===== config.mk =====
export PLATFORM = sky130hd
export DESIGN_NAME = lc4_branch_unit
export DESIGN_NICKNAME = d
export VERILOG_FILES = /design/src/lc4_isa_pkg.sv /design/src/lc4_ctrl_pkg.sv /design/src/lc4_branch_unit.sv
export SDC_FILE = /design/constraint.sdc
export NUM_CORES = 1
export LEC_CHECK = 0
export BUFFER_PORTS_ARGS = -buffer_cell sky130_fd_sc_hd__buf_2
export CAP_MARGIN = 20
export CORE_MARGIN = 1.5
export CORE_UTILIZATION = 50
export CTS_BUF_LIST = sky130_fd_sc_hd__clkbuf_8
export DETAILED_ROUTE_END_ITERATION = 7
export PLACE_DENSITY = 0.89
export SYNTH_ARGS = -nofsm -noshare
export SYNTH_HDL_FRONTEND = slang
export SYNTH_SLANG_ARGS = --single-unit

===== constraint.sdc =====
create_clock -name gwe -period 7.5 [get_ports gwe]
set_input_delay 1.5 -clock gwe [delete_from_list [all_inputs] [get_ports gwe]]
set_output_delay 1.5 -clock gwe [all_outputs]
set_load 0.02 [all_outputs]

===== src/lc4_isa_pkg.sv =====
`default_nettype none

package lc4_isa_pkg;

   // Machine word for data, addresses and instructions
   typedef logic [15:0] word_t;

   // Index into the eight-entry register file
   typedef logic [2:0] reg_idx_t;

   // Major opcodes kept by this core, taken from insn[15:12]
   typedef enum logic [3:0] {
      OP_BR      = 4'h0,
      OP_ARITH   = 4'h1,
      OP_JSR     = 4'h4,
      OP_LOGIC   = 4'h5,
      OP_LDR     = 4'h6,
      OP_STR     = 4'h7,
      OP_RTI     = 4'h8,
      OP_CONST   = 4'h9,
      OP_JMP     = 4'hC,
      OP_HICONST = 4'hD,
      OP_TRAP    = 4'hF
   } opcode_e;

   // Instruction field positions
   localparam int OPC_HI = 15;
   localparam int OPC_LO = 12;
   localparam int RD_HI  = 11;
   localparam int RD_LO  = 9;
   localparam int RS_HI  = 8;
   localparam int RS_LO  = 6;
   localparam int RT_HI  = 2;
   localparam int RT_LO  = 0;
   // Sub-opcode of ARITH and LOGIC
   localparam int SUB_HI = 5;
   localparam int SUB_LO = 3;
   // Set for the immediate form of ADD and AND
   localparam int IMM_BIT   = 5;
   // Set for JSR and JMP, clear for JSRR and JMPR
   localparam int JFORM_BIT = 11;

   // Boot address of the PC
   localparam word_t RESET_PC  = 16'h8200;
   // OR'ed with the 8-bit trap vector
   localparam word_t TRAP_BASE = 16'h8000;
   // Top PC bit survives a JSR
   localparam word_t JSR_MASK  = 16'h8000;
   // R7 holds the return address
   localparam reg_idx_t LINK_REG = 3'd7;

   // Condition codes
   localparam logic [2:0] NZP_N = 3'b100;
   localparam logic [2:0] NZP_Z = 3'b010;
   localparam logic [2:0] NZP_P = 3'b001;

endpackage

`default_nettype wire

===== src/lc4_ctrl_pkg.sv =====
`default_nettype none

package lc4_ctrl_pkg;

   import lc4_isa_pkg::*;

   // Functions performed by the ALU
   typedef enum logic [3:0] {
      ALU_ADD,
      ALU_MUL,
      ALU_SUB,
      ALU_AND,
      ALU_NOT,
      ALU_OR,
      ALU_XOR,
      // CONST passes the immediate through
      ALU_PASS_IMM,
      // HICONST merges the immediate byte over the top of rs
      ALU_HI_MERGE
   } alu_op_e;

   // Source of register writeback data
   typedef enum logic [1:0] {
      WB_ALU,
      WB_MEM,
      WB_PC_PLUS_ONE
   } wb_src_e;

   // Source of the next PC
   typedef enum logic [2:0] {
      PC_SEQ,
      PC_BRANCH,
      PC_JSR_IMM,
      PC_JMP_IMM,
      // JSRR, JMPR and RTI all jump to rs
      PC_RS,
      PC_TRAP
   } pc_src_e;

   // Decoded control for one instruction
   typedef struct packed {
      reg_idx_t rs;
      reg_idx_t rt;
      reg_idx_t rd;
      logic     rf_we;
      logic     nzp_we;
      alu_op_e  alu_op;
      logic     imm_sel;
      word_t    imm;
      wb_src_e  wb_src;
      pc_src_e  pc_src;
      logic     is_load;
      logic     is_store;
   } ctrl_t;

   // Data memory request
   typedef struct packed {
      logic  we;
      word_t addr;
      word_t data;
   } dmem_req_t;

endpackage

`default_nettype wire


===== src/lc4_branch_unit.sv =====
`timescale 1ns/100ps
`default_nettype none

module lc4_branch_unit (
   input  logic                gwe,
   input  logic                i_rst_n,
   input  lc4_ctrl_pkg::ctrl_t i_ctrl,
   input  lc4_isa_pkg::word_t  i_insn,
   input  lc4_isa_pkg::word_t  i_rs_data,
   input  lc4_isa_pkg::word_t  i_wdata,
   output lc4_isa_pkg::word_t  o_pc,
   output lc4_isa_pkg::word_t  o_pc_plus_one
);

   import lc4_isa_pkg::*;
   import lc4_ctrl_pkg::*;

   word_t      pc;
   word_t      pc_plus_one;
   word_t      next_pc;
   logic [2:0] nzp;
   logic [2:0] next_nzp;
   logic       br_taken;

   assign pc_plus_one = pc + 16'd1;

   // Condition of the value being written back
   always_comb begin
      if (i_wdata == '0) begin
         next_nzp = NZP_Z;
      end else if (i_wdata[15]) begin
         next_nzp = NZP_N;
      end else begin
         next_nzp = NZP_P;
      end
   end

   // Any NZP bit that matches the mask in insn[11:9]
   assign br_taken = |(nzp & i_insn[RD_HI:RD_LO]);

   always_comb begin
      case (i_ctrl.pc_src)
         PC_BRANCH:  next_pc = br_taken ? pc_plus_one + i_ctrl.imm : pc_plus_one;
         // Immediate already scaled by the decoder
         PC_JSR_IMM: next_pc = (pc & JSR_MASK) | i_ctrl.imm;
         PC_JMP_IMM: next_pc = pc_plus_one + i_ctrl.imm;
         PC_RS:      next_pc = i_rs_data;
         PC_TRAP:    next_pc = TRAP_BASE | i_ctrl.imm;
         default:    next_pc = pc_plus_one;
      endcase
   end

   // PC advances every cycle, NZP only when the instruction sets it
   always_ff @(posedge gwe or negedge i_rst_n) begin
      if (!i_rst_n) begin
         pc  <= RESET_PC;
         nzp <= '0;
      end else begin
         pc <= next_pc;
         if (i_ctrl.nzp_we) begin
            nzp <= next_nzp;
         end
      end
   end

   assign o_pc          = pc;
   assign o_pc_plus_one = pc_plus_one;

   // First fetch after reset comes from the boot address
   a_boot_pc : assert property (
      @(posedge gwe) $rose(i_rst_n) |-> (pc == RESET_PC)
   ) else $error("PC after reset is %h", pc);

endmodule

`default_nettype wire


==> impl_metrics.py, run 1 <==
metrics = {
    "die": {
        "start_util_pct": 53.5,
        "pin_count": 121,
        "die-width_um": 69.3,
        "coreArea_um2": 4120,
        "fp-row-count": 23,
        "die_y_um": 69.3,
        "die_area_um2": 4810,
    },
    "placed_design": {
        "dp_hpwl_mm": 4.77,
        "portBuffers": 88,
        "pre_cts_slack_ps": 3890,
        "place_congestion": 0.927,
    },
    "logic_synthesis": {
        "syn_nets": 354,
        "synth.cell_area_um2": 2200,
        "synth_common_cells": "ha_1, nand2_1, dfrtp_1, o21ai_0, xnor2_1",
        "synth_seq_cells": 19,
        "yosysWarnings": 0,
        "synth-main-ff-cell": "dfrtp_1",
        "ys_seq_area_share_pct": 21.7,
        "netlist-cell-type-count": 52,
        "synth_edf_count": 0,
        "synth.area.top_cells": "dfrtp_1, ha_1, mux2_2, a222oi_1, xnor2_1",
        "yosysMostFrequentCell": "ha_1",
        "yosys.area.top_type": "dfrtp_1",
        "yosys.area.top_type_share_pct": 19.3,
        "synthCells": 243,
        "avgSynthCellArea_um2": 9.05,
        "async_reset_ff_share_pct": 100,
    },
    "routing": {
        "ant_nets": 0,
        "wl_per_cell_um": 16.4,
        "vias_per_cell": 6.20,
        "wl_mm": 6.21,
        "dr.pass1.iters": 6,
        "drc": 0,
        "vias": 2343,
        "drtIter0Drc": 154,
    },
    "hold_path": {
        "hold_depth": 2,
        "holdCritPathClass": "reg -> reg",
        "hold_end": "nzp[1]",
        "hold_start": "nzp[1]",
    },
    "setup_path": {
        "rr_worst_depth": 11,
        "worst_path_largest_cell_delay_ps": 500,
        "cp_top_family": "simple AND/OR/NAND/NOR gates",
        "critPathBufInv": 1,
        "r2r_setup_slack_ps": 4520,
        "start_kind": "flop",
        "endpoint_kind": "output port",
        "crit_required_ps": 6000,
        "crit_type": "reg -> out",
        "r2r-end": "o_pc[14]",
        "cp_data_arrival_time_ps": 2050,
        "crit_path_cell_trace": "nand4_4 > nor3_1 > nand4_1 > xnor2_1 > buf_2",
        "cp_max_fo": 6,
        "r2r-start": "o_pc[0]",
        "crit_cells": 5,
        "crit_slowest_cell": "dfrtp_1",
    },
    "global_routing": {
        "overflow": 0,
        "grt_pass1_wl_mm": 9.98,
        "grt_max_degree": 22,
        "grt_pass1_vias": 2192,
        "grt_use_total_pct": 25.2,
        "antenna_found_initial": 0,
    },
    "timing": {
        "max_freq_mhz": 282,
        "hold_viol": 0,
        "finalSetupTns_ps": 0,
        "setup_viol": 0,
        "grt_setup_unrepaired": "no",
        "fin_ws_ps": 3950,
        "fin_skew_ps": 3.28,
        "maxSlewHeadroom_pct": 59.3,
        "finalCritPeriodShare_pct": 47.3,
        "drv_slew": 0,
        "fin_crit_ps": 3550,
        "worst_pin_slew_ps": 611,
    },
    "clock_tree": {
        "cts.hold.buffers_added": 0,
        "htreeDepth": 1,
        "clk_pin_slew_ps": 80,
        "cts_resized": 0,
        "cts.sinks": 19,
        "cts_tree": "built",
        "cts.root.buffer_cell": "clkbuf_8",
        "cts_buffers": 3,
        "cts_setup_buffers": 0,
        "clock_path_buffers": 2,
        "clk-insertion-delay-late_ps": 260,
    },
    "cells_and_area": {
        "diodes": 0,
        "fin_nets": 440,
        "synthToLayoutAreaGrowth_pct": 23.3,
        "drive_above_1_share_pct": 36.3,
    },
    "power": {
        "p_clk_share_pct": 10.5,
        "power_uw": 731,
        "intPower_uw": 365,
        "comb_power_share_pct": 66.4,
        "p_per_area_nw_per_um2": 269,
        "pwr-share-seq_pct": 23.1,
        "peakVddDrop_v": 0.000169,
        "switching_power_uw": 366,
        "p_leak_nw": 1.29,
        "p_sw_share_pct": 50.1,
    },
    "job": {
        "maxCapViolCount": 0,
    },
    "run_status": {
        "outcome": "complete, no violations",
    },
}
==> layout by cell type (no fill, tap or decap), types with 10 or more instances in the layout <==
master and n:
a222oi_1 14, buf_2 88, dfrtp_1 17, ha_1 21, mux2_2 15, nand2_1 19
nor2_1 13, o21ai_0 17, xnor2_1 16, xor2_1 10
==> layout make-up <==
type,instances,area [um^2]
inverter,8,30.0
tap,50,62.6
clock inverter,1,5.00
sequential,19,478
fill,351,1400
timing repair buffer,90,455
clock buffer,3,41.3
multi-input combinational,207,1640
==> how the worst max path moves through the flow <==
stage | start | endpoint | slack, ps
2_1_floorplan | i_ctrl[7] | o_pc[14] | 4170
3_3_place_gp | i_ctrl[7] | o_pc[14] | 3910
3_5_place_dp | i_ctrl[7] | o_pc[14] | 3890
4_1_cts | o_pc[2] | o_pc_plus_one[10] | 3990
5_1_grt | o_pc[2] | o_pc_plus_one[12] | 3820
6_report | o_pc[2] | o_pc_plus_one[12] | 3950
==> state kept, by name, summed over array words and instances (netlist names) <==
name  count
o_pc     16
nzp       3
==> stage by stage <==
stage / hold WS, ps / cell area [um^2] / std cells / util [%]
6_report: 523 / 2710 / 378 / 65.9
5_1_grt: 548 / 2710 / 378 / 65.9
4_1_cts: 524 / 2710 / 378 / 65.9
3_5_place_dp: 506 / 2670 / 374 / 64.8
3_3_place_gp: 494 / 2670 / 374 / 64.8
2_1_floorplan: 464 / 2200 / 243 / -
==> kinds of logic (layout without fill, tap and decap cells) <==
group                      count (synthesis)  after routing  synth area share [%]
buffers and inverters                     17            102                  3.70
AOI/OAI and AO/OA                         71             71                  25.2
muxes                                     15             15                  7.68
adders and majority gates                 22             22                  12.9
xor gates and xnor gates                  26             26                  10.4
DFF                                       19             19                  21.7
and+or+nand+nor                           73             73                  18.5
==> tightest hold or removal path, stage by stage, from the launching register on <==
cell and delay (ps):
dfrtp_1 370, nor2_1 50, nor2_1 70
==> power groups by stage <==
| stage | Sequential (mW) | Combinational (mW) | Clock [mW] |
|---|---|---|---|
| after detailed placement | 0.170 | 0.478 | 0 |
| after CTS | 0.168 | 0.482 | 0.0778 |
| after floorplan | 0.198 | 0.320 | 0 |
| after global routing | 0.173 | 0.529 | 0.0820 |
| final | 0.169 | 0.486 | 0.0768 |
| after global placement | 0.169 | 0.468 | 0 |
==> metal layers <==
| metal | wire, um | vias to the layer above | global-route usage (%) |
|---|---|---|---|
| met5 | 0 | - | 0 |
| met4 | 97 | 0 | 7.63 |
| met3 | 316 | 10 | 2.47 |
| met2 | 3130 | 91 | 45.3 |
| met1 | 2660 | 1119 | 31.5 |
| li1 | - | 1123 | - |
No activity file was read; power rests on OpenSTA's default activity.
==> run 2, diff against run 1 <==
Settings changed: ABC_AREA from default to 1, CORE_UTILIZATION 50 to 48, PLACE_DENSITY 0.89 to 0.84.
Clock period 7.5 ns to 3.61 ns, I/O delays scaled along.
==> run 2 against run 1 <==
  * Synthesized cell count increased by 41%
  * Utilization fell by 4.2 points
  * Critical path type is now reg -> reg
  * Die area grew 12%
  * Setup slack got worse by 3100 ps
  * Sequential share of layout area down 1.2 points
  * Sequential power up 120%
  * Wire length up 5.9%
  * Hold slack lost 140 ps
  * Sequential cell count stayed put
  * Synthesized area grew 7.6%
==> impl_metrics.py, run 2 <==
metrics = {
    "run_status": {
        "outcome": "complete, no violations",
    },
    "setup_path": {
        "endpoint_kind": "flop",
        "crit_slowest_cell": "dfrtp_1",
        "r2r_setup_slack_ps": 880,
        "cp_data_arrival_time_ps": 2910,
        "crit_type": "reg -> reg",
        "crit_path_cell_trace": "ha_1 > nor3b_2 > nand4_1 > xor2_1 > clkinv_1 > ha_1 > nand2_1 > nor3_1 > and2_1 > nand2_1 > nand3b_1 > nand3_1 > a21oi_2",
        "start_kind": "flop",
        "cp_max_fo": 6,
        "crit_required_ps": 3790,
        "worst_path_largest_cell_delay_ps": 440,
    },
    "clock_tree": {
        "cts_tree": "built",
        "clk-insertion-delay-late_ps": 250,
        "htreeDepth": 1,
        "cts.hold.buffers_added": 0,
        "cts.root.buffer_cell": "clkbuf_8",
        "clock_path_buffers": 2,
        "cts_buffers": 3,
        "clk_pin_slew_ps": 70,
        "cts.sinks": 19,
        "cts_setup_buffers": 0,
        "cts_resized": 0,
    },
    "logic_synthesis": {
        "yosys.area.top_type": "dfrtp_1",
        "synth.area.top_cells": "dfrtp_1, nand2_1, ha_1, inv_1, nand3_1",
        "yosysMostFrequentCell": "nand2_1",
        "synth-main-ff-cell": "dfrtp_1",
        "synthCells": 343,
        "netlist-cell-type-count": 47,
        "synth_seq_cells": 19,
        "synth.cell_area_um2": 2370,
        "synth_edf_count": 0,
        "yosys.area.top_type_share_pct": 18.0,
        "yosysWarnings": 0,
        "syn_nets": 454,
        "async_reset_ff_share_pct": 100,
        "avgSynthCellArea_um2": 6.90,
        "synth_common_cells": "nand2_1, inv_1, nand3_1",
        "ys_seq_area_share_pct": 20.2,
    },
    "placed_design": {
        "dp_hpwl_mm": 5.51,
        "portBuffers": 88,
        "place_congestion": 0.908,
    },
    "cells_and_area": {
        "seq_area_um2": 478,
        "fin_nets": 545,
        "diodes": 0,
        "multiInputGateArea_um2": 1700,
        "synthToLayoutAreaGrowth_pct": 23.2,
        "drive_above_1_share_pct": 29.6,
        "fillers": 413,
        "final_util_pct": 61.7,
        "largest_reg_flops": 16,
        "final_cell_mix": "nand2_1, buf_2, inv_1, nand3_1, nor2_1",
        "layout_commonest_cell": "nand2_1",
    },
    "die": {
        "start_util_pct": 50.1,
        "fp-row-count": 25,
        "die_area_um2": 5360,
        "die-width_um": 73.2,
        "die_y_um": 73.2,
        "pin_count": 121,
        "coreArea_um2": 4720,
    },
    "power": {
        "p_leak_nw": 1.55,
        "peakVddDrop_v": 0.000278,
        "p_per_area_nw_per_um2": 628,
    },
    "routing": {
        "dr.pass1.iters": 4,
        "wl_mm": 6.57,
        "ant_nets": 0,
        "drtIter0Drc": 115,
        "vias_per_cell": 5.24,
        "wl_per_cell_um": 13.1,
        "vias": 2622,
        "drc": 0,
    },
    "global_routing": {
        "grt_pass1_vias": 2391,
        "grt_max_degree": 20,
        "grt_use_total_pct": 24.7,
        "antenna_found_initial": 0,
        "grt_pass1_wl_mm": 10.4,
        "overflow": 0,
    },
    "timing": {
        "hold_viol": 0,
        "grt_setup_unrepaired": "no",
        "finalSetupTns_ps": 0,
        "finalCritPeriodShare_pct": 75.6,
        "max_freq_mhz": 366,
        "drv_slew": 0,
        "setup_viol": 0,
        "maxSlewHeadroom_pct": 56.1,
        "fin_crit_ps": 2730,
        "worst_pin_slew_ps": 658,
        "fin_skew_ps": 2.95,
        "holdWs_ps": 385,
    },
    "hold_path": {
        "holdCritPathClass": "in -> async",
    },
    "job": {
        "maxCapViolCount": 0,
    },
}
-- run 2: cell count changes in the layout (fill, tap and decap cells not counted), moves of 7 or more --
| cell | change |
|---|---|
| nand2_1 | +83 |
| inv_1 | +29 |
| nand3_1 | +21 |
| o21ai_0 | -16 |
| a222oi_1 | -14 |
| mux2_2 | -14 |
| nor2_1 | +10 |
| xnor2_1 | -10 |
| a22oi_1 | +9 |
| a21oi_1 | +7 |
-- run 2: through the flow --
step                setup WS [ps]  power, mW  area, um^2  std cells
finish                        881       1.83        2910        500
global route                  593       1.98        2910        500
CTS                           889       1.82        2910        500
detailed placement            914       1.67        2870        496
global placement              969       1.64        2870        496
floorplan                     880       1.30        2370        343
-- run 2: kinds of logic after synthesis --
| kind of cell | after synthesis | share of synthesized area (%) |
|---|---|---|
| simple gates | 187 | 36.4 |
| compound gates | 51 | 16.6 |
| buf+inv | 47 | 8.14 |
| fa+ha+maj | 22 | 12.0 |
| flops | 19 | 20.2 |
| xor+xnor | 16 | 6.24 |
| mux | 1 | 0.476 |
-- run 2: final cells by class --
class                   instances  area share (%)
repair buffers                 88            15.1
inverters                      45            5.88
clock buffers                   3            1.42
multi-input cells             277            58.2
flip-flops and latches         19            16.4
well taps                      67            2.88
clock inverters                 1           0.129
-- run 2: worst max-delay path, delay by kind of cell (launching register included) --
family / cells / cell delay, ps
DFF: 1 / 440
buffers and inverters: 1 / 160
and+or+nand+nor: 8 / 1220
AOI/OAI and AO/OA: 1 / 150
xor gates and xnor gates: 1 / 160
adders and majority gates: 2 / 530
-- run 2: per-layer routing --
layer / share of wire (%) / global-route usage (%) / vias up
met5: 0 / 0 / -
met4: 2.5 / 11.3 / 0
met3: 5.3 / 0.276 / 18
met2: 48 / 43.0 / 99
met1: 44 / 31.8 / 1181
li1: - / - / 1324
-- run 2: power by group --
| group | total (mW) | leakage, nW | internal, mW | switching [mW] |
|---|---|---|---|---|
| combinational | 1.32 | 1.29 | 0.464 | 0.859 |
| clock | 0.139 | 0.0269 | 0.0754 | 0.0634 |
| sequential | 0.369 | 0.226 | 0.283 | 0.0851 |
| total | 1.83 | 1.55 | 0.823 | 1.01 |
-- run 2: path summary, 6_finish.rpt --
kind | from | cells after the start | end
min reg2reg | nzp[2] | 1 | nzp[2]
min | i_rst_n | 1 | o_pc[1]
min in group gwe | nzp[2] | 1 | nzp[2]
max | o_pc[0] | 13 | o_pc[14]
max reg2reg | o_pc[0] | 13 | o_pc[14]
max in group asynchronous | i_rst_n | 1 | o_pc[15]
