==> src/lc4_isa_pkg.sv <==
`default_nettype none

package lc4_isa_pkg;

   // Machine word for data, addresses and instructions
   typedef logic [15:0] word_t;

   // Index into the eight-entry register file
   typedef logic [2:0] reg_idx_t;

   // Major opcodes kept by this core, taken from insn[15:12]
   typedef enum logic [3:0] {
      OP_BR      = 4'h0,
      OP_ARITH   = 4'h1,
      OP_JSR     = 4'h4,
      OP_LOGIC   = 4'h5,
      OP_LDR     = 4'h6,
      OP_STR     = 4'h7,
      OP_RTI     = 4'h8,
      OP_CONST   = 4'h9,
      OP_JMP     = 4'hC,
      OP_HICONST = 4'hD,
      OP_TRAP    = 4'hF
   } opcode_e;

   // Instruction field positions
   localparam int OPC_HI = 15;
   localparam int OPC_LO = 12;
   localparam int RD_HI  = 11;
   localparam int RD_LO  = 9;
   localparam int RS_HI  = 8;
   localparam int RS_LO  = 6;
   localparam int RT_HI  = 2;
   localparam int RT_LO  = 0;
   // Sub-opcode of ARITH and LOGIC
   localparam int SUB_HI = 5;
   localparam int SUB_LO = 3;
   // Set for the immediate form of ADD and AND
   localparam int IMM_BIT   = 5;
   // Set for JSR and JMP, clear for JSRR and JMPR
   localparam int JFORM_BIT = 11;

   // Boot address of the PC
   localparam word_t RESET_PC  = 16'h8200;
   // OR'ed with the 8-bit trap vector
   localparam word_t TRAP_BASE = 16'h8000;
   // Top PC bit survives a JSR
   localparam word_t JSR_MASK  = 16'h8000;
   // R7 holds the return address
   localparam reg_idx_t LINK_REG = 3'd7;

   // Condition codes
   localparam logic [2:0] NZP_N = 3'b100;
   localparam logic [2:0] NZP_Z = 3'b010;
   localparam logic [2:0] NZP_P = 3'b001;

endpackage

`default_nettype wire
==> src/lc4_ctrl_pkg.sv <==
`default_nettype none

package lc4_ctrl_pkg;

   import lc4_isa_pkg::*;

   // Functions performed by the ALU
   typedef enum logic [3:0] {
      ALU_ADD,
      ALU_MUL,
      ALU_SUB,
      ALU_AND,
      ALU_NOT,
      ALU_OR,
      ALU_XOR,
      // CONST passes the immediate through
      ALU_PASS_IMM,
      // HICONST merges the immediate byte over the top of rs
      ALU_HI_MERGE
   } alu_op_e;

   // Source of register writeback data
   typedef enum logic [1:0] {
      WB_ALU,
      WB_MEM,
      WB_PC_PLUS_ONE
   } wb_src_e;

   // Source of the next PC
   typedef enum logic [2:0] {
      PC_SEQ,
      PC_BRANCH,
      PC_JSR_IMM,
      PC_JMP_IMM,
      // JSRR, JMPR and RTI all jump to rs
      PC_RS,
      PC_TRAP
   } pc_src_e;

   // Decoded control for one instruction
   typedef struct packed {
      reg_idx_t rs;
      reg_idx_t rt;
      reg_idx_t rd;
      logic     rf_we;
      logic     nzp_we;
      alu_op_e  alu_op;
      logic     imm_sel;
      word_t    imm;
      wb_src_e  wb_src;
      pc_src_e  pc_src;
      logic     is_load;
      logic     is_store;
   } ctrl_t;

   // Data memory request
   typedef struct packed {
      logic  we;
      word_t addr;
      word_t data;
   } dmem_req_t;

endpackage

`default_nettype wire

==> src/lc4_alu.sv <==
`timescale 1ns/100ps
`default_nettype none

module lc4_alu (
   input  lc4_ctrl_pkg::ctrl_t     i_ctrl,
   input  lc4_isa_pkg::word_t      i_rs_data,
   input  lc4_isa_pkg::word_t      i_rt_data,
   output lc4_isa_pkg::word_t      o_result,
   output lc4_ctrl_pkg::dmem_req_t o_dmem_req
);

   import lc4_isa_pkg::*;
   import lc4_ctrl_pkg::*;

   // Second operand, register or immediate
   word_t op_b;
   word_t result;
   logic  mem_access;

   assign op_b       = i_ctrl.imm_sel ? i_ctrl.imm : i_rt_data;
   assign mem_access = i_ctrl.is_load | i_ctrl.is_store;

   always_comb begin
      case (i_ctrl.alu_op)
         ALU_ADD:      result = i_rs_data + op_b;
         // Low 16 bits of the product
         ALU_MUL:      result = i_rs_data * op_b;
         ALU_SUB:      result = i_rs_data - op_b;
         ALU_AND:      result = i_rs_data & op_b;
         ALU_NOT:      result = ~i_rs_data;
         ALU_OR:       result = i_rs_data | op_b;
         ALU_XOR:      result = i_rs_data ^ op_b;
         ALU_PASS_IMM: result = i_ctrl.imm;
         // New high byte, old low byte
         ALU_HI_MERGE: result = {i_ctrl.imm[7:0], i_rs_data[7:0]};
         default:      result = i_rs_data + op_b;
      endcase
   end

   assign o_result = result;

   // LDR and STR use the ADD path for rs + imm6
   always_comb begin
      o_dmem_req.we   = i_ctrl.is_store;
      o_dmem_req.addr = mem_access ? result : '0;
      o_dmem_req.data = i_ctrl.is_store ? i_rt_data : '0;
   end

endmodule

`default_nettype wire

==> config.mk <==
export PLATFORM = sky130hd
export DESIGN_NAME = lc4_alu
export DESIGN_NICKNAME = d
export VERILOG_FILES = /design/src/lc4_isa_pkg.sv /design/src/lc4_ctrl_pkg.sv /design/src/lc4_alu.sv
export SDC_FILE = /design/constraint.sdc
export NUM_CORES = 1
export LEC_CHECK = 0
export BUFFER_PORTS_ARGS = -buffer_cell sky130_fd_sc_hd__buf_2
export CAP_MARGIN = 40
export CORE_MARGIN = 2
export CORE_UTILIZATION = 35
export DETAILED_ROUTE_END_ITERATION = 6
export GPL_TIMING_DRIVEN = 0
export PLACE_DENSITY = 0.61
export SYNTH_ARGS = -nofsm -noshare
export SYNTH_HDL_FRONTEND = slang
export SYNTH_SLANG_ARGS = --single-unit
==> constraint.sdc <==
create_clock -name vclk -period 24.1
set_clock_uncertainty 0.1 [all_clocks]
set_input_delay 7.23 -clock vclk [all_inputs]
set_output_delay 7.23 -clock vclk [all_outputs]
set_load 0.05 [all_outputs]
==> qor.yml, run 1 <==
status:
  status: "complete, no violations"
cells_and_area:
  syn_to_final_growth_pct: 12.36
  nets: 1263
  stdcell_area_um2: 7566
  nClkBuffers: 0
  flops_and_latches: 0
  final_layout_size_suffix_gt1_share_pct: 13.34
  layout.area.seq_um2: 0
  n_antenna_cell: 0
drt:
  drc: 0
  route.vias.total: 6809
  detail_route.wirelength_um: 25520
  drt_first_pass_iters: 6
  vias_per_cell: 5.465
  detail_route.wl_per_cell_um: 20.48
  ant_nets: 0
  drt_first_iter_violations: 604
placement:
  port_buffers: 103
  placed_cell_area_um2: 7566
  globalplace.congestion: 0.9957
  detailedPlacementHpwl_um: 21360
yosys:
  synth_top_area_cell: "fa_1"
  register_area_share_after_synthesis_pct: 0
  avgSynthCellArea_um2: 7.433
  syn-instance-count: 906
  netlist_area_um2: 6734
  netlist_top_cells_area: "fa_1, ha_1, inv_1"
  synth.top_cells.by_count: "inv_1, nor2_1, ha_1"
  synth.most_common_cell: "inv_1"
  yosysWarnings: 0
  synthesis.nets: 1155
  post_synth_cell_types: 67
  proportion_of_netlist_area_held_by_the_largest_area_contributor_pct: 24.08
setup_path:
  cp_max_fo: 10
  arrival_time_of_the_worst_setup_path_ns: 14.94
  worst_setup_path_start_kind: "input pin"
  worst_setup_path_end_kind: "output pin"
  crit_type: "in2out"
  critical_path_required_ns: 16.77
power:
  leakagePower_nw: 3.776
  power.combinational.fraction_pct: 100.0
  power.ir.vdd_worst_mv: 0.08895
  pwr-share-seq_pct: 0
  p_sw_share_pct: 62.45
  power_density_nw_per_um2: 116.4
  power_switching_mw: 0.5499
  part_of_the_total_power_dissipated_in_the_clock_network_pct: 0
  internal_cell_power_mw: 0.3307
timing:
  rsz0062_at_grt: "false"
  slew_violations: 0
  final_count_of_negative_setup_slack_endpoints: 0
  timing.final.crit_period_ns: 22.27
  worst_slew_margin_rel_pct: 35.55
  totalNegativeSetupSlack_ns: 0
  layout_worst_path_cycle_share_pct: 92.40
  tightest_slew_ns: 0.9423
  final-hold-violation-count: 0
  max_clock_freq_mhz: 44.90
clock_tree:
  cts_resized: 0
  post_cts_hold_buffer_count: 0
  cts.repair_timing.setup_buffer_count: 0
flow_run:
  maxCapViolCount: 0
hold_path:
  worstHoldPathType: "in2out"
die:
  placementRows: 50
  die_width_um: 142.7
  floorplan.initialDensity_pct: 35.88
  die_area_um2: 20360
  die_h_um: 142.7
  core_region_area_um2: 18770
  num_io_pins: 120
global_routing:
  grt_max_degree: 12
  groute.usage.overall_pct: 25.33
  first_global_vias: 6766
  grt_first_pass_wirelength_um: 38850
  global_route.overflow_total: 0
  antenna_found_initial: 0
critical path: stages:
cell	delay [ns]
buf_2	0.17
buf_6	0.22
buf_8	0.18
mux2i_1	0.26
clkbuf_1	0.55
clkinv_1	0.46
nand2_1	0.20
fa_1	0.46
fa_1	0.54
inv_1	0.04
ha_1	0.19
fa_1	0.43
ha_1	0.28
inv_1	0.04
fa_1	0.47
inv_1	0.04
ha_1	0.31
o21ai_0	0.15
inv_1	0.09
a2111oi_0	0.79
or4b_2	0.25
a21oi_1	0.13
a2111oi_0	0.84
buf_2	0.27
nor3_1	0.05
buf_2	0.23
through the flow:
| stage | std cells | setup slack, ns | hold WS [ns] | total power [mW] | util [%] |
|---|---|---|---|---|---|
| final | 1246 | 1.831 | 14.78 | 0.8805 | 40.31 |
| after detailed placement | 1246 | 2.011 | 14.78 | 0.8674 | 40.31 |
| after floorplan | 906 | 3.005 | 14.53 | 0.6174 | - |
| after global placement | 1243 | 1.782 | 14.78 | 0.8609 | 40.19 |
| after CTS | 1246 | 1.991 | 14.78 | 0.8744 | 40.31 |
| after global routing | 1246 | 1.619 | 14.80 | 0.9794 | 40.31 |
power by group through the flow:
stage | clock network (mW) | logic [mW] | registers, mW
after detailed placement | 0 | 0.867 | 0
final | 0 | 0.881 | 0
after global placement | 0 | 0.861 | 0
after floorplan | 0 | 0.617 | 0
after global routing | 0 | 0.979 | 0
after CTS | 0 | 0.874 | 0
worst paths after layout:
path | start | end | slack, ns | depth (start not counted)
max | i_ctrl[23] | o_dmem_req[28] | 1.83 | 26
min | i_rt_data[12] | o_dmem_req[12] | 14.78 | 3
layer usage:
layer | vias up | track usage, % | share of wire, % | wire length (um)
met5 | - | 0 | 0 | 0
met4 | 0 | 7.295 | 3.7 | 956
met3 | 64 | 4.393 | 9.5 | 2418
met2 | 385 | 42.08 | 45 | 11540
met1 | 3204 | 33.85 | 42 | 10600
li1 | 3156 | - | - | -
area by class of cell:
cell class / count / area, um2
fill: 2019 / 11200
multi-input combinational: 719 / 6005
timing repair buffer: 106 / 539.3
tap: 234 / 292.8
buffer: 30 / 140.1
inverter: 157 / 589.3
layout by cell type, fill, tap and decap left out, types with 8 or more instances in the layout:
| cell type | instances |
|---|---|
| fa_1 | 81 |
| o22ai_1 | 11 |
| nor3_1 | 8 |
| a21oi_1 | 49 |
| nor2_1 | 145 |
| inv_1 | 148 |
| clkinv_1 | 8 |
| nor2b_1 | 15 |
| clkbuf_1 | 20 |
| buf_2 | 105 |
| o21a_1 | 9 |
| nand2_1 | 86 |
| o21ai_0 | 29 |
| a221oi_1 | 9 |
| ha_1 | 97 |
| mux2i_1 | 9 |
| xnor2_1 | 55 |
| nand2b_1 | 8 |
| and2_1 | 17 |
cells by family after synthesis:
| kind of cell | after synthesis | synth area share, % |
|---|---|---|
| adder cells (fa/ha/maj) | 178 | 42.10 |
| multiplexers | 19 | 3.382 |
| XOR/XNOR | 63 | 8.398 |
| AO/OA/AOI/OAI | 158 | 15.78 |
| AND/OR/NAND/NOR | 301 | 19.51 |
| buffers and inverters | 187 | 10.83 |
Power figures use the tool's default switching activity.
==> run 2, diff against run 1 <==
- BUFFER_PORTS_ARGS: -buffer_cell sky130_fd_sc_hd__buf_2 -> default
- CORE_UTILIZATION: 35 -> 55
- DONT_BUFFER_PORTS: default -> 1
- PLACE_DENSITY: 0.61 -> 0.77
==> qor.yml, run 2 (same netlist as run 1, synthesis figures left out) <==
setup_path:
  worst_setup_path_end_kind: "output pin"
  cp_num_buf_inv: 7
  cpLargestDelayFamily: "adder cells"
  critPathMaxStageDelay_ns: 0.74
  crit_type: "in2out"
  critical_path_required_ns: 16.77
  worst_setup_path_start_kind: "input pin"
  arrival_time_of_the_worst_setup_path_ns: 14.58
  crit_top_cell: "fa_1"
  worst_path_max_delay_cell: "nor2_1"
  cp_max_fo: 10
  ordered_cell_list_for_the_critical_path: "buf_6 -> buf_8 -> mux2i_1 -> clkbuf_1 -> clkinv_1 -> nand2_1 -> fa_1 -> fa_1 -> inv_1 -> fa_1 -> fa_1 -> fa_1 -> inv_1 -> fa_1 -> inv_1 -> ha_1 -> or4b_2 -> a21oi_1 -> a2111oi_0 -> nor2_1"
cells_and_area:
  final_common_cell: "inv_1"
  final_layout_size_suffix_gt1_share_pct: 5.365
  nClkBuffers: 0
  n_antenna_cell: 0
  syn_to_final_growth_pct: 5.481
  layout.area.seq_um2: 0
  nets: 1183
  layout.cells.most_common_list: "inv_1, nor2_1, ha_1, nand2_1, fa_1"
  flops_and_latches: 0
  final.fill_count: 1145
  postLayoutCoreUtil_pct: 59.38
clock_tree:
  cts_resized: 0
  cts.repair_timing.setup_buffer_count: 0
  post_cts_hold_buffer_count: 0
placement:
  port_buffers: 0
  detailedPlacementHpwl_um: 19760
  globalplace.congestion: 1.012
  pre_cts_setup_slack_ns: 2.359
timing:
  slew_violations: 0
  fin_ws_ns: 2.191
  final_count_of_negative_setup_slack_endpoints: 0
  worst_slew_margin_rel_pct: 36.27
  tightest_slew_ns: 0.9524
  timing.final.crit_period_ns: 21.91
  whs_ns: 14.53
  final-hold-violation-count: 0
  max_clock_freq_mhz: 45.64
  layout_worst_path_cycle_share_pct: 90.91
  totalNegativeSetupSlack_ns: 0
  rsz0062_at_grt: "false"
global_routing:
  groute.usage.overall_pct: 36.82
  global_route.overflow_total: 0
  grt_max_degree: 12
  antenna_found_initial: 0
  grt_first_pass_wirelength_um: 36400
  first_global_vias: 6679
hold_path:
  worstHoldPathType: "in2out"
die:
  core_region_area_um2: 11960
  die_area_um2: 13140
  die_width_um: 114.7
  placementRows: 40
  floorplan.initialDensity_pct: 56.30
  die_h_um: 114.7
  num_io_pins: 120
drt:
  vias_per_cell: 6.201
  drc: 0
  route.vias.total: 6691
  drt_first_iter_violations: 673
  drt_first_pass_iters: 7
  detail_route.wl_per_cell_um: 22.27
  ant_nets: 0
  detail_route.wirelength_um: 24030
power:
  report.power.total_mw: 0.8623
  power.ir.vdd_worst_mv: 0.08810
  leakagePower_nw: 3.449
  power_density_nw_per_um2: 121.4
status:
  status: "complete, no violations"
flow_run:
  maxCapViolCount: 0
[run 2: routing by layer]
metal,vias to the layer above,share of wire (%),track usage (%)
met2,488,44,59.05
met3,103,12,9.158
met4,0,6.1,17.97
met5,-,0,0
li1,2995,-,-
met1,3105,37,46.30
[run 2: through the flow]
stage,std cells,instance area [um2]
after CTS,1077,7083
final,1079,7103
after detailed placement,1077,7083
after global routing,1079,7103
after global placement,1053,6918
after floorplan,906,6734
[run 2: path summary, 6_finish.rpt]
kind | startpoint | cells after the start | end
max | i_ctrl[23] | 20 | o_result[12]
min | i_ctrl[0] | 1 | o_dmem_req[32]
[run 2: power by group]
group | switching [mW] | total (mW) | leakage [nW] | internal, mW
sequential | 0 | 0 | 0 | 0
clock | 0 | 0 | 0 | 0
combinational | 0.531 | 0.862 | 3.45 | 0.331
total | 0.531 | 0.862 | 3.45 | 0.331
[run 2: area by class of cell]
| class | instances | area [um2] | area share, % |
|---|---|---|---|
| plain buffers | 30 | 140.1 | 1.973 |
| inverters | 157 | 589.3 | 8.297 |
| multi-input cells | 719 | 6005 | 84.53 |
| well taps | 147 | 183.9 | 2.589 |
| repair buffers | 26 | 185.2 | 2.607 |
==> run 3, diff against run 2 <==
- RECOVER_POWER: default -> 50
- clock period: 24.1 -> 26.6 ns (I/O delays scaled with it)
==> qor.yml, run 3 (same netlist as run 1, synthesis figures left out) <==
timing:
  rsz0062_at_grt: "false"
  max_clock_freq_mhz: 40.72
  final_count_of_negative_setup_slack_endpoints: 0
  layout_worst_path_cycle_share_pct: 92.32
  fin_ws_ns: 2.044
  slew_violations: 0
  final-hold-violation-count: 0
  worst_slew_margin_rel_pct: 34.35
  totalNegativeSetupSlack_ns: 0
  tightest_slew_ns: 0.9847
  timing.final.crit_period_ns: 24.56
drt:
  detail_route.wirelength_um: 24090
  maxUsedRoutingLayer: "met4"
  ant_nets: 0
  drt_first_iter_violations: 780
  route.vias.total: 6696
  detail_route.wl_per_cell_um: 22.32
  met2RoutedLength_um: 10650
  vias_per_cell: 6.206
  drt_first_pass_iters: 5
  drc: 0
  route.met3.wl_um: 3033
  routedLengthMet1_um: 8900
global_routing:
  grt_first_pass_wirelength_um: 36400
  grt_max_degree: 12
  global_route.overflow_total: 0
  first_global_vias: 6679
  antenna_found_initial: 0
  groute.usage.overall_pct: 36.82
cells_and_area:
  stdcell_area_um2: 7077
  flops_and_latches: 0
  postLayoutCoreUtil_pct: 59.16
  syn_to_final_growth_pct: 5.091
  final_common_cell: "inv_1"
  n_antenna_cell: 0
  layout.cells.most_common_list: "inv_1, nor2_1, ha_1, nand2_1, fa_1"
  post_layout_nonfiller_instances: 1079
  nets: 1183
  final_layout_size_suffix_gt1_share_pct: 4.828
  layout.area.seq_um2: 0
  nClkBuffers: 0
power:
  power_switching_mw: 0.4816
  power_density_nw_per_um2: 110.3
  pwr-share-seq_pct: 0
  part_of_the_total_power_dissipated_in_the_clock_network_pct: 0
  p_sw_share_pct: 61.70
  internal_cell_power_mw: 0.2989
  power.ir.vdd_worst_mv: 0.08143
  leakagePower_nw: 3.419
  power.combinational.fraction_pct: 100.0
setup_path:
  worst_setup_path_end_kind: "output pin"
  critPathMaxStageDelay_ns: 0.77
  cp.depth: 20
  worst_setup_path_start_kind: "input pin"
  cp_num_buf_inv: 7
  critical_path_required_ns: 18.52
  startpoint: "i_ctrl[23]"
  arrival_time_of_the_worst_setup_path_ns: 16.48
  crit_end: "o_result[12]"
  crit_top_cell: "fa_1"
  ordered_cell_list_for_the_critical_path: "clkbuf_1 -> clkbuf_1 -> mux2i_1 -> clkbuf_1 -> clkinv_1 -> nand2_1 -> fa_1 -> fa_1 -> inv_1 -> fa_1 -> fa_1 -> fa_1 -> inv_1 -> fa_1 -> inv_1 -> ha_1 -> or4b_2 -> a21oi_1 -> a2111oi_0 -> nor2_1"
  worst_path_max_delay_cell: "clkbuf_1"
  cpLargestDelayFamily: "adder cells"
  crit_type: "in2out"
  cp_max_fo: 10
clock_tree:
  post_cts_hold_buffer_count: 0
  cts_resized: 0
  cts.repair_timing.setup_buffer_count: 0
placement:
  globalplace.congestion: 1.012
  placed_cell_area_um2: 7083
  detailedPlacementHpwl_um: 19760
  place.detailed.instances: 1077
  port_buffers: 0
  pre_cts_setup_slack_ns: 3.359
die:
  die_h_um: 114.7
  num_io_pins: 120
  core_region_area_um2: 11960
  die_area_um2: 13140
  die_width_um: 114.7
  placementRows: 40
  floorplan.initialDensity_pct: 56.30
status:
  status: "complete, no violations"
flow_run:
  maxCapViolCount: 0
hold_path:
  worstHoldPathType: "in2out"
-- run 3: power by group through the flow --
| stage | Sequential (mW) | Clock [mW] | Combinational (mW) |
|---|---|---|---|
| 3_5_place_dp | 0 | 0 | 0.754 |
| 3_3_place_gp | 0 | 0 | 0.727 |
| 4_1_cts | 0 | 0 | 0.761 |
| 2_1_floorplan | 0 | 0 | 0.559 |
| 5_1_grt | 0 | 0 | 0.862 |
| 6_report | 0 | 0 | 0.781 |
-- run 3: area by class of cell --
type,count,area (um2)
plain buffers,30,117.6
well taps,147,183.9
repair buffers,26,181.4
multi-input cells,719,6005
inverters,157,589.3
fillers,1149,4885
-- run 3: worst min path at each step --
stage | startpoint | to | slack, ns | depth (start not counted)
floorplan | i_ctrl[0] | o_dmem_req[32] | 16.03 | 1
global placement | i_ctrl[0] | o_dmem_req[32] | 16.03 | 1
detailed placement | i_ctrl[0] | o_dmem_req[32] | 16.03 | 1
CTS | i_ctrl[0] | o_dmem_req[32] | 16.03 | 1
global route | i_ctrl[0] | o_dmem_req[32] | 16.13 | 1
finish | i_ctrl[0] | o_dmem_req[32] | 16.13 | 1
-- run 3: layer usage --
layer,vias to the layer above,GRT usage [%]
met2,473,59.05
li1,2991,-
met3,106,9.158
met5,-,0
met4,0,17.97
met1,3126,46.30
-- run 3: through the flow --
stage	hold WS, ns	power, mW
final	16.13	0.7805
after global routing	16.13	0.8617
after floorplan	16.03	0.5594
after detailed placement	16.03	0.7544
after CTS	16.03	0.7607
after global placement	16.03	0.7269
