File: src/lc4_isa_pkg.sv
`default_nettype none

package lc4_isa_pkg;

   // Machine word for data, addresses and instructions
   typedef logic [15:0] word_t;

   // Index into the eight-entry register file
   typedef logic [2:0] reg_idx_t;

   // Major opcodes kept by this core, taken from insn[15:12]
   typedef enum logic [3:0] {
      OP_BR      = 4'h0,
      OP_ARITH   = 4'h1,
      OP_JSR     = 4'h4,
      OP_LOGIC   = 4'h5,
      OP_LDR     = 4'h6,
      OP_STR     = 4'h7,
      OP_RTI     = 4'h8,
      OP_CONST   = 4'h9,
      OP_JMP     = 4'hC,
      OP_HICONST = 4'hD,
      OP_TRAP    = 4'hF
   } opcode_e;

   // Instruction field positions
   localparam int OPC_HI = 15;
   localparam int OPC_LO = 12;
   localparam int RD_HI  = 11;
   localparam int RD_LO  = 9;
   localparam int RS_HI  = 8;
   localparam int RS_LO  = 6;
   localparam int RT_HI  = 2;
   localparam int RT_LO  = 0;
   // Sub-opcode of ARITH and LOGIC
   localparam int SUB_HI = 5;
   localparam int SUB_LO = 3;
   // Set for the immediate form of ADD and AND
   localparam int IMM_BIT   = 5;
   // Set for JSR and JMP, clear for JSRR and JMPR
   localparam int JFORM_BIT = 11;

   // Boot address of the PC
   localparam word_t RESET_PC  = 16'h8200;
   // OR'ed with the 8-bit trap vector
   localparam word_t TRAP_BASE = 16'h8000;
   // Top PC bit survives a JSR
   localparam word_t JSR_MASK  = 16'h8000;
   // R7 holds the return address
   localparam reg_idx_t LINK_REG = 3'd7;

   // Condition codes
   localparam logic [2:0] NZP_N = 3'b100;
   localparam logic [2:0] NZP_Z = 3'b010;
   localparam logic [2:0] NZP_P = 3'b001;

endpackage

`default_nettype wire
File: src/lc4_regfile.sv
`timescale 1ns/100ps
`default_nettype none

module lc4_regfile (
   input  logic                  gwe,
   input  logic                  i_rst_n,
   input  lc4_isa_pkg::reg_idx_t i_rs,
   input  lc4_isa_pkg::reg_idx_t i_rt,
   input  lc4_isa_pkg::reg_idx_t i_rd,
   input  logic                  i_we,
   input  lc4_isa_pkg::word_t    i_wdata,
   output lc4_isa_pkg::word_t    o_rs_data,
   output lc4_isa_pkg::word_t    o_rt_data
);

   import lc4_isa_pkg::*;

   // R0 to R7
   word_t regs [8];

   // Write lands at the rising edge
   always_ff @(posedge gwe or negedge i_rst_n) begin
      if (!i_rst_n) begin
         for (int i = 0; i < 8; i++) begin
            regs[i] <= '0;
         end
      end else if (i_we) begin
         regs[i_rd] <= i_wdata;
      end
   end

   // Reads see the old value during a write cycle
   assign o_rs_data = regs[i_rs];
   assign o_rt_data = regs[i_rt];

   // A write must carry a resolved value, or the register turns to X
   a_wdata_known : assert property (
      @(posedge gwe) disable iff (!i_rst_n)
      i_we |-> !$isunknown(i_wdata)
   ) else $error("Register write of unknown data to R%0d", i_rd);

endmodule

`default_nettype wire

File: config.mk
export PLATFORM = sky130hd
export DESIGN_NAME = lc4_regfile
export DESIGN_NICKNAME = d
export VERILOG_FILES = /design/src/lc4_isa_pkg.sv /design/src/lc4_regfile.sv
export SDC_FILE = /design/constraint.sdc
export NUM_CORES = 1
export LEC_CHECK = 0
export ABC_AREA = 1
export BUFFER_PORTS_ARGS = -buffer_cell sky130_fd_sc_hd__clkbuf_2
export CAP_MARGIN = 30
export CORE_MARGIN = 8
export CORE_UTILIZATION = 30
export CTS_BUF_LIST = sky130_fd_sc_hd__clkbuf_4 sky130_fd_sc_hd__clkbuf_8
export DETAILED_ROUTE_END_ITERATION = 8
export GPL_TIMING_DRIVEN = 0
export SETUP_SLACK_MARGIN = 0.15
export SYNTH_ARGS = -nofsm -noshare
export SYNTH_HDL_FRONTEND = slang
export SYNTH_SLANG_ARGS = --single-unit
File: constraint.sdc
create_clock -name gwe -period 1.4 [get_ports gwe]
set_input_delay 0.21 -clock gwe [delete_from_list [all_inputs] [get_ports gwe]]
set_output_delay 0.21 -clock gwe [all_outputs]
set_load 0.1 [all_outputs]
==> metrics, run 1 <==
status=finished with violations; failing checks=negative hold slack, negative setup slack; Worst Setup Start Kind=primary input; die area=30300 sq um; combinational family with the most area after synthesis=simple AND/OR/NAND/NOR gates; Hold WS=-0.00719 ns; Async SR Flop Fraction=between 90% and 100%; Rel. slew slack=between 60% and 70%; count leader, synth=nand2_1; Setup CP Type=primary input to output pin; PD cells=about 1300 nW/um^2; Clock Root Buffer=clkbuf_8; cells after synthesis=1165; CTS Buffer Depth=2; worst-margin pin slew=between 0.5 and 0.6 ns; switch share=between 40% and 50%; IO buf count=55; final setup fails=32; max reg flops=128; via density per instance=5.01; P_sw=about 5.7 mW; Seq/Total Area, Yosys=around 43%; DR vias=around 8200; Max Cap Viol=0; post-route cell area=approximately 11000 sq um; Mapped Nets=approximately 1200; Critical Path RT=roughly 1.2 ns; Tcrit/Tclk final=126%; global-route wire length before repair=approximately 45000 um; vias in the first global route=8160; share of cells above drive strength 1=between 30% and 40%; Final Hold Fails=1; register bit count reported by yosys=128; leak pwr=around 5.6 nW; Pins Over Slew Limit=0; synth top area cells=dfrtp_1, nand2_1, nand3_1; drt initial violations=just over 800; syn avg cell area=between 6 and 7 sq um; reg2reg setup slack=around 0.50 ns; Sequential Area=3200 sq um; Pre-antenna DRT Iters=6; total gr overflow=0; initial antenna violation count=0; peak supply drop=between 600 and 700 uV; Post-Route WL=28900 um; part of the power in registers=between 30% and 40%; CTS clk-pin slew, worst paths=0.08 ns; gr usage total=a little under a fifth; CTS tree=done; Die X=174 um; Fillers=2516; Placer Congestion=between 0.8 and 0.9; critical path arrival=between 1.5 and 2 ns; most instantiated cells after synthesis=nand2_1, inv_1, nand3_1; Setup TNS Final=-10.21 ns; crit path from=i_rs[0]; per-cell routed wire length=~18 um; Nets=between 1000 and 1500; xor and xnor area share after synthesis=0%; worst r2r src=regs[47]; RSZ-0062 raised after global routing=true; Num Clock Sinks=128; Synth area leader=dfrtp_1; FF-to-FF End=regs[47]; Pint=7.97 mW; post-synthesis adder-cell area fraction=0%; Initial Utilization=approximately 30%; antenna-violating nets left=0; Top reg by flops=regs; DRC Markers=0; crit path time final=about 1.8 ns; top-area cell type share of the netlist area=42.8%; top_reg_cell synth=dfrtp_1; Placeable Area=24800 sq um; EDFF count, synth=0; Reg2Reg Depth=4; Multi-input gate area=roughly 4500 sq um; Synth-to-Final Area Change=44.7%; largest registers=regs x128; Ports=60; fmax=around 0.57 GHz; yosys warns=0; Synth cell types=13; DP Area=8770 sq um; HP Class=primary input to flip-flop; Finished Layout Cells=about 1600; DIE HEIGHT=~170 um; clk_lat worst skew=0.46 ns; DP Cell Count=between 1500 and 2000; Mapped Area=about 7500 sq um; CP endpoint kind=output pin; Clock Power Share=between 20 and 25%; CTS buffer count=17; number of diodes=0; Worst Setup EP=o_rs_data[7]; Setup Skew=0 ns; largest net degree at the start of global routing=approximately 110; Final WS setup=-0.357 ns; post-synthesis mux area share=0%; DP HPWL=a little over 20000 um; H-tree Lvls=4; logic gate share of total power=42.1%; area fraction in and, or, nand and nor cells after synthesis=between 30 and 40%; row count=58; critical path fanouts, max=10; post-synthesis compound-gate area fraction=8.55%
logic make-up (layout without fill, tap and decap cells):
logic type             Yosys count  after routing
buffers and inverters          224            362
AOI/OAI and AO/OA              128            128
and+or+nand+nor                685            685
DFF                            128            128
area by class of cell:
type,instances,share of cell area [%]
plain buffers,70,3.55
clock buffers,20,2.42
clock inverters,11,0.855
inverters,154,5.40
multi-input cells,813,41.7
flip-flops and latches,128,29.6
well taps,330,3.81
repair buffers,107,12.7
critical path, cell delays in order:
cell       delay (ns)
clkbuf_2         0.11
buf_2            0.25
buf_2            0.32
nand2_1          0.11
nand3_2          0.09
nand2_1          0.08
nand2_2          0.11
nand2_8          0.05
clkbuf_16        0.19
power by group through the flow:
stage | clock network [mW] | registers (mW) | logic, mW
5_1_grt | 3.26 | 4.91 | 6.22
6_report | 3.09 | 4.84 | 5.76
3_5_place_dp | 0 | 4.80 | 4.36
4_1_cts | 3.09 | 4.79 | 5.32
3_3_place_gp | 0 | 4.79 | 4.29
2_1_floorplan | 0 | 4.71 | 3.44
timing repair:
action | in CTS | in global routing
pin swaps | 49 | 51
setup endpoints to repair | 32 | 32
hold endpoints to repair | 38 | 0
setup buffers | 11 | 25
hold buffers | 15 | 0
resized for setup | 249 | 134
routing by layer:
metal | wire length (um) | vias up | track usage [%] | part of all wire (%)
met1 | 12700 | 3948 | 24.8 | 44
met5 | 0 | - | 0 | 0
met4 | 879 | 0 | 6.66 | 3.0
met3 | 2490 | 72 | 5.08 | 8.6
met2 | 12800 | 348 | 29.4 | 44
li1 | - | 3812 | - | -
placed cells by master (no fill, tap or decap), drive strengths merged:
| cell type | synthesis | routed |
|---|---|---|
| nor3 | 1 | 1 |
| clkinv | 0 | 5 |
| dlygate4sd3 | 0 | 15 |
| inv | 154 | 152 |
| nand3 | 129 | 129 |
| bufinv | 0 | 1 |
| nand2 | 551 | 551 |
| o21ai | 128 | 128 |
| clkinvlp | 0 | 7 |
| nor2 | 4 | 4 |
| clkbuf | 26 | 105 |
| buf | 44 | 77 |
| dfrtp | 128 | 128 |
how the worst min path moves through the flow:
stage	startpoint	end	slack [ns]	depth (start not counted)
after global routing	i_wdata[13]	regs[13]	0.007	3
after detailed placement	i_rst_n	regs[7]	0.11	1
after global placement	i_wdata[8]	regs[8]	0.44	3
after floorplan	i_rst_n	regs[0]	-0.09	0
final	i_wdata[0]	regs[0]	-0.007	3
after CTS	i_wdata[13]	regs[13]	0.0009	3
through the flow:
stage          total power [mW]  hold WS [ns]  utilization [%]  worst slack (ns)
2_1_floorplan              8.15       -0.0856                -             0.150
3_3_place_gp               9.08         0.438             35.2             -2.06
3_5_place_dp               9.17         0.106             35.3            -0.575
4_1_cts                    13.2      0.000919             41.5            -0.346
5_1_grt                    14.4       0.00736             43.7            -0.416
6_report                   13.7      -0.00719             43.7            -0.357
Note: power is estimated with default switching activity, not from simulation.
==> inputs of run 2 (changes only) <==
- ABC_AREA: 1 -> unset
==> metrics, run 2 <==
DP Cell Count=764 (-51%); row count=56 (-3.4%); Ports=60 (unchanged); IO buf count=51 (-7.3%); H-tree Lvls=4 (unchanged); CTS Buffer Depth=2 (unchanged); Finished Layout Cells=804 (-51%); Setup CP Type=flip-flop to output pin; total gr overflow=0 (unchanged); leak pwr=3.85 nW (-31%); post-layout util=39.0% (-4.7 points); Clock Root Buffer=clkbuf_8; DIE HEIGHT=169 um (-3.0%); Pre-antenna DRT Iters=4 (-2); Reg2Reg Depth=2 (-2); CP max stage delay=0.51 ns (+0.19 ns); Synth area leader=dfrtp_1; status=finished with violations; Placer Congestion=0.760 (-15%); Post-Route WL=18500 um (-36%); Placeable Area=23200 sq um (-6.6%); critical path fanouts, max=3 (-7); top-area cell type share of the netlist area=45.8% (+3.0 points); initial antenna violation count=1 (+1); FF-to-FF End=regs[117]; EDFF count, synth=0 (unchanged); drt initial violations=249 (-69%); Tcrit/Tclk final=148% (+22 points); vias in the first global route=4573 (-44%); via density per instance=5.03 (+0.51%); peak supply drop=862 uV (+24%); commonest non-fill, non-tap cell in the layout=dfrtp_1; fmax=0.483 GHz (-15%); most instantiated cells after synthesis=mux2_2, dfrtp_1, mux4_1; clk_lat worst skew=0.44 ns (-0.02 ns); Critical Path RT=1.19 ns (about the same); RSZ-0062 raised after global routing=true; DP HPWL=12000 um (-42%); CTS clk-pin slew, worst paths=0.08 ns (about the same); Num Clock Sinks=128 (unchanged); HP Class=primary input to flip-flop; Top reg by flops=regs; synth top area cells=dfrtp_1, mux2_2, mux4_1; largest registers=regs x128; Die X=169 um (-3.0%); worst r2r src=regs[117]; CTS buffer count=17 (unchanged); Synth-to-Final Area Change=29.1%; DR vias=4048 (-51%); Rel. slew slack=58.0% (-4.9 points); most frequent cells in the layout=dfrtp_1, mux2_2, mux2_4; crit-path cells=mux4_2 -> mux2_4 -> clkbuf_16; largest net degree at the start of global routing=120 (+14%); failing checks=negative setup slack; number of diodes=0 (unchanged); Max Cap Viol=0 (unchanged); cells after synthesis=393 (-66%); Final WS setup=-0.669 ns (-0.312 ns); crit path time final=2.07 ns (+0.312 ns); per-cell routed wire length=23.0 um (+30%); hold path depth=2 (-1); Hold WS=0.120 ns (+0.127 ns); Min-Delay Endpoint=regs[112]; Initial Utilization=30.2% (about the same); yosys warns=0 (unchanged); Worst path slowest cell=mux4_2; Mapped Nets=421 (-65%); Synth cell types=15 (+2); critical path arrival=1.86 ns (+0.31 ns); register bit count reported by yosys=128 (unchanged); Async SR Flop Fraction=100% (unchanged); Worst Setup Start Kind=flip-flop; count leader, synth=mux2_2; Final Hold Fails=0 (-1); share of cells above drive strength 1=73.0% (+36 points); final setup fails=32 (unchanged); antenna-violating nets left=0 (unchanged); Setup Skew=0 ns (unchanged); Mapped Area=7000 sq um (-6.5%); PD cells=1650 nW/um^2 (+31%); Pins Over Slew Limit=0 (unchanged); CP endpoint kind=output pin; global-route wire length before repair=28400 um (-36%); top_reg_cell synth=dfrtp_1; reg2reg setup slack=0.48 ns (-0.02 ns); syn avg cell area=17.8 sq um (+180%); max reg flops=128 (unchanged); Seq/Total Area, Yosys=45.8% (+3.0 points); hold path start=i_wdata[0]; gr usage total=13.4% (-5.4 points); die area=28500 sq um (-5.9%); worst-margin pin slew=0.631 ns (+0.0728 ns); DRC Markers=0 (unchanged); CTS tree=done; Nets=500 (-62%)
## run 2: cell types whose count changed in the layout (fill, tap and decap cells not counted), moves of 45 or more
cell / previous run / this run
nand2_1: 406 / 0
o21ai_0: 128 / 0
inv_2: 98 / 0
nand2_2: 92 / 0
nand3_1: 84 / 0
mux2_2: 0 / 82
mux2_4: 0 / 78
mux4_2: 0 / 64
inv_1: 54 / 0
nand3_2: 45 / 0
## run 2: worst max-delay path: cells and delay by family (launching register included)
family                 cells  cell delay [ns]
muxes                      2             0.81
DFF                        1             0.40
buffers and inverters      1             0.20
## run 2: metrics by stage
step                power [mW]  setup TNS, ns  area, sq um  worst slack (ns)
finish                    14.9         -20.14         9040            -0.669
global route              15.5         -21.89         9040            -0.712
CTS                       15.0         -21.03         9020            -0.686
detailed placement        10.4         -47.08         7920             -1.01
global placement          10.2        -275.80         7880             -1.81
floorplan                 9.45          -6.30         7230            -0.154
## run 2: kinds of logic (layout without fill, tap and decap cells)
family	after synthesis	count (layout)	share of synthesized area (%)
DFF	128	128	45.8
muxes	224	224	49.3
and+or+nand+nor	8	8	1.63
buffers and inverters	33	125	3.29
## run 2: per-layer routing
metal | vias up | wire length [um] | global-route usage (%)
li1 | 1704 | - | -
met1 | 2207 | 8180 | 17.3
met2 | 107 | 9030 | 21.6
met3 | 28 | 928 | 3.45
met4 | 2 | 358 | 4.77
met5 | - | 13 | 0
## run 2: area by class of cell
type | instances | area [sq um]
plain buffers | 33 | 375
clock buffers | 18 | 248
clock inverters | 14 | 166
fillers | 2133 | 14200
multi-input cells | 232 | 3650
flip-flops and latches | 128 | 3200
well taps | 319 | 399
repair buffers | 60 | 995
## run 2: worst max path at each step
stage | from | endpoint | depth (start not counted)
after floorplan | i_rs[0] | o_rs_data[10] | 4
after detailed placement | i_rt[2] | o_rt_data[2] | 5
after CTS | regs[42] | o_rs_data[10] | 3
after global placement | i_rst_n | regs[35] | 1
final | regs[42] | o_rs_data[10] | 3
after global routing | regs[42] | o_rs_data[10] | 3
## run 2: power breakdown
part           switching, mW  leakage [nW]  internal [mW]  total (mW)
clock                   1.55         0.200           1.80        3.35
sequential             0.591          1.54           4.52        5.11
combinational           3.22          2.12           3.26        6.49
total                   5.36          3.85           9.58        14.9
## run 2: repair_timing
action	in CTS	in global routing
hold endpoints to repair	128	0
buffers inserted	5	2
resized for setup	107	0
endpoints found under the setup margin	42	32
hold buffers	1	0
pin swaps	1	0
==> inputs of run 3 (changes only) <==
- REMOVE_ABC_BUFFERS: unset -> 1
==> metrics, run 3 (same netlist as run 2, synthesis figures left out) <==
DIE HEIGHT=169 um (unchanged); Nets=492 (-1.6%); final setup fails=32 (unchanged); total gr overflow=0 (unchanged); Pre-antenna DRT Iters=4 (unchanged); Tcrit/Tclk final=147% (-1.1 points); IO buf count=59 (+16%); Clock Power Share=24.5% (+2.1 points); most frequent cells in the layout=mux2_2, dfrtp_1, mux4_2; Multi-input gate area=3530 sq um (-3.2%); Fillers=2109 (-1.1%); DR WL met2=8960 um (-0.81%); drt initial violations=247 (-0.80%); critical path fanouts, max=3 (unchanged); DRC Markers=0 (unchanged); routed wl met3=666 um (-28%); Num Clock Sinks=128 (unchanged); post-route cell area=8870 sq um (-1.9%); leak pwr=3.73 nW (-3.1%); share of cells above drive strength 1=72.5% (-0.51 points); row count=56 (unchanged); Clock Root Buffer=clkbuf_8; Ports=60 (unchanged); switch share=34.9% (-1.0 points); commonest non-fill, non-tap cell in the layout=mux2_2; DP Cell Count=748 (-2.1%); Final Hold Fails=0 (unchanged); post-layout util=38.2% (-0.72 points); peak supply drop=651 uV (-24%); Synth-to-Final Area Change=26.7%; Highest Signal Layer=met4; logic gate share of total power=41.7% (-1.7 points); failing checks=negative setup slack; HP Class=primary input to flip-flop; critical path arrival=1.84 ns (-0.02 ns); Placer Congestion=0.646 (-15%); CTS buffer count=17 (unchanged); status=finished with violations; CTS clk-pin slew, worst paths=0.08 ns (about the same); DR vias=4028 (-0.49%); largest registers=regs x128; DP Area=7690 sq um (-3.0%); vias in the first global route=4562 (-0.24%); per-cell routed wire length=22.0 um (-4.6%); initial antenna violation count=1 (unchanged); via density per instance=5.06 (+0.51%); Pins Over Slew Limit=0 (unchanged); DP HPWL=11000 um (-8.2%); fmax=0.487 GHz (+0.74%); Max Cap Viol=0 (unchanged); Top reg by flops=regs; Finished Layout Cells=796 (-1.0%); H-tree Lvls=4 (unchanged); Worst path slowest cell=mux4_2; largest net degree at the start of global routing=125 (+4.2%); Metal-1 WL=7560 um (-7.6%); clk_lat worst skew=0.45 ns (about the same); crit path time final=2.05 ns (-0.0152 ns); die area=28500 sq um (unchanged); Critical Path RT=1.19 ns (about the same); worst-margin pin slew=0.817 ns (+0.187 ns); Setup CP Type=flip-flop to output pin; Setup WS pre-CTS=-1.09 ns (-0.0747 ns); Die X=169 um (unchanged); Worst Setup Start Kind=flip-flop; CP endpoint kind=output pin; Post-Route WL=17500 um (-5.5%); Pint=9.86 mW (+2.9%); Final WS setup=-0.654 ns (+0.0152 ns); gr usage total=12.8% (-0.62 points); Setup Skew=0 ns (unchanged); part of the power in registers=33.9% (-0.3 points); CP max stage delay=0.48 ns (-0.03 ns); PD cells=1710 nW/um^2 (+3.2%); max reg flops=128 (unchanged); CTS tree=done; RSZ-0062 raised after global routing=true; Rel. slew slack=45.5% (-12 points); crit-path cells=mux4_2 -> mux2_4 -> clkbuf_16; P_sw=5.27 mW (-1.6%); Pwr Total=15.1 mW (+1.3%); Placeable Area=23200 sq um (unchanged); antenna-violating nets left=0 (unchanged); CTS Buffer Depth=2 (unchanged); Initial Utilization=30.2% (unchanged); global-route wire length before repair=27500 um (-3.1%); Sequential Area=3200 sq um (unchanged)
[run 3: cell type report]
class,count,share of cell area (%)
multi-input combinational,232,39.9
sequential,128,36.1
timing repair buffer,85,14.3
tap,319,4.50
clock buffer,20,3.10
clock inverter,11,2.07
antenna,1,0.0282
[run 3: final timing paths]
path                            slack (ns)           end  depth (start not counted)        from
worst max-delay path                 -0.65  o_rt_data[4]                          3    regs[84]
worst max register to register        0.39      regs[54]                          3    regs[54]
max in group asynchronous             0.47     regs[119]                          3     i_rst_n
worst min-delay path                  0.10      regs[81]                          2  i_wdata[1]
worst min register to register        0.53       regs[2]                          1     regs[2]
min in group asynchronous             0.13      regs[92]                          2     i_rst_n
[run 3: metal layers]
layer / vias up / GRT usage, %
met3: 23 / 3.03
met5: - / 0
met1: 2210 / 15.7
met2: 99 / 21.5
li1: 1696 / -
met4: 0 / 5.24
[run 3: what timing repair did]
action	CTS	global route
hold buffers	1	0
endpoints found under the hold margin	128	0
resized for setup	175	13
cloned	0	0
setup buffers	11	4
setup endpoints to repair	125	38
pin swaps	3	0
[run 3: worst max-delay path: cells and delay by family, from the launching register on]
kind                   cells  cell delay, ns
flip-flops                 1            0.41
buffers and inverters      1            0.20
multiplexers               2            0.78
[run 3: power by group through the flow]
| stage | clock (mW) | combinational, mW | sequential (mW) |
|---|---|---|---|
| floorplan | 0 | 3.91 | 4.90 |
| CTS | 3.82 | 6.31 | 5.09 |
| global placement | 0 | 4.69 | 4.98 |
| detailed placement | 0 | 4.83 | 5.10 |
| finish | 3.71 | 6.30 | 5.12 |
| global route | 4.00 | 6.57 | 5.22 |
[run 3: stage by stage]
step / setup TNS [ns] / hold WS [ns]
after global routing: -22.29 / 0.0956
final: -20.19 / 0.102
after floorplan: -36.84 / -0.0856
after global placement: -407.63 / 0.493
after CTS: -21.69 / 0.0632
after detailed placement: -87.82 / 0.0322
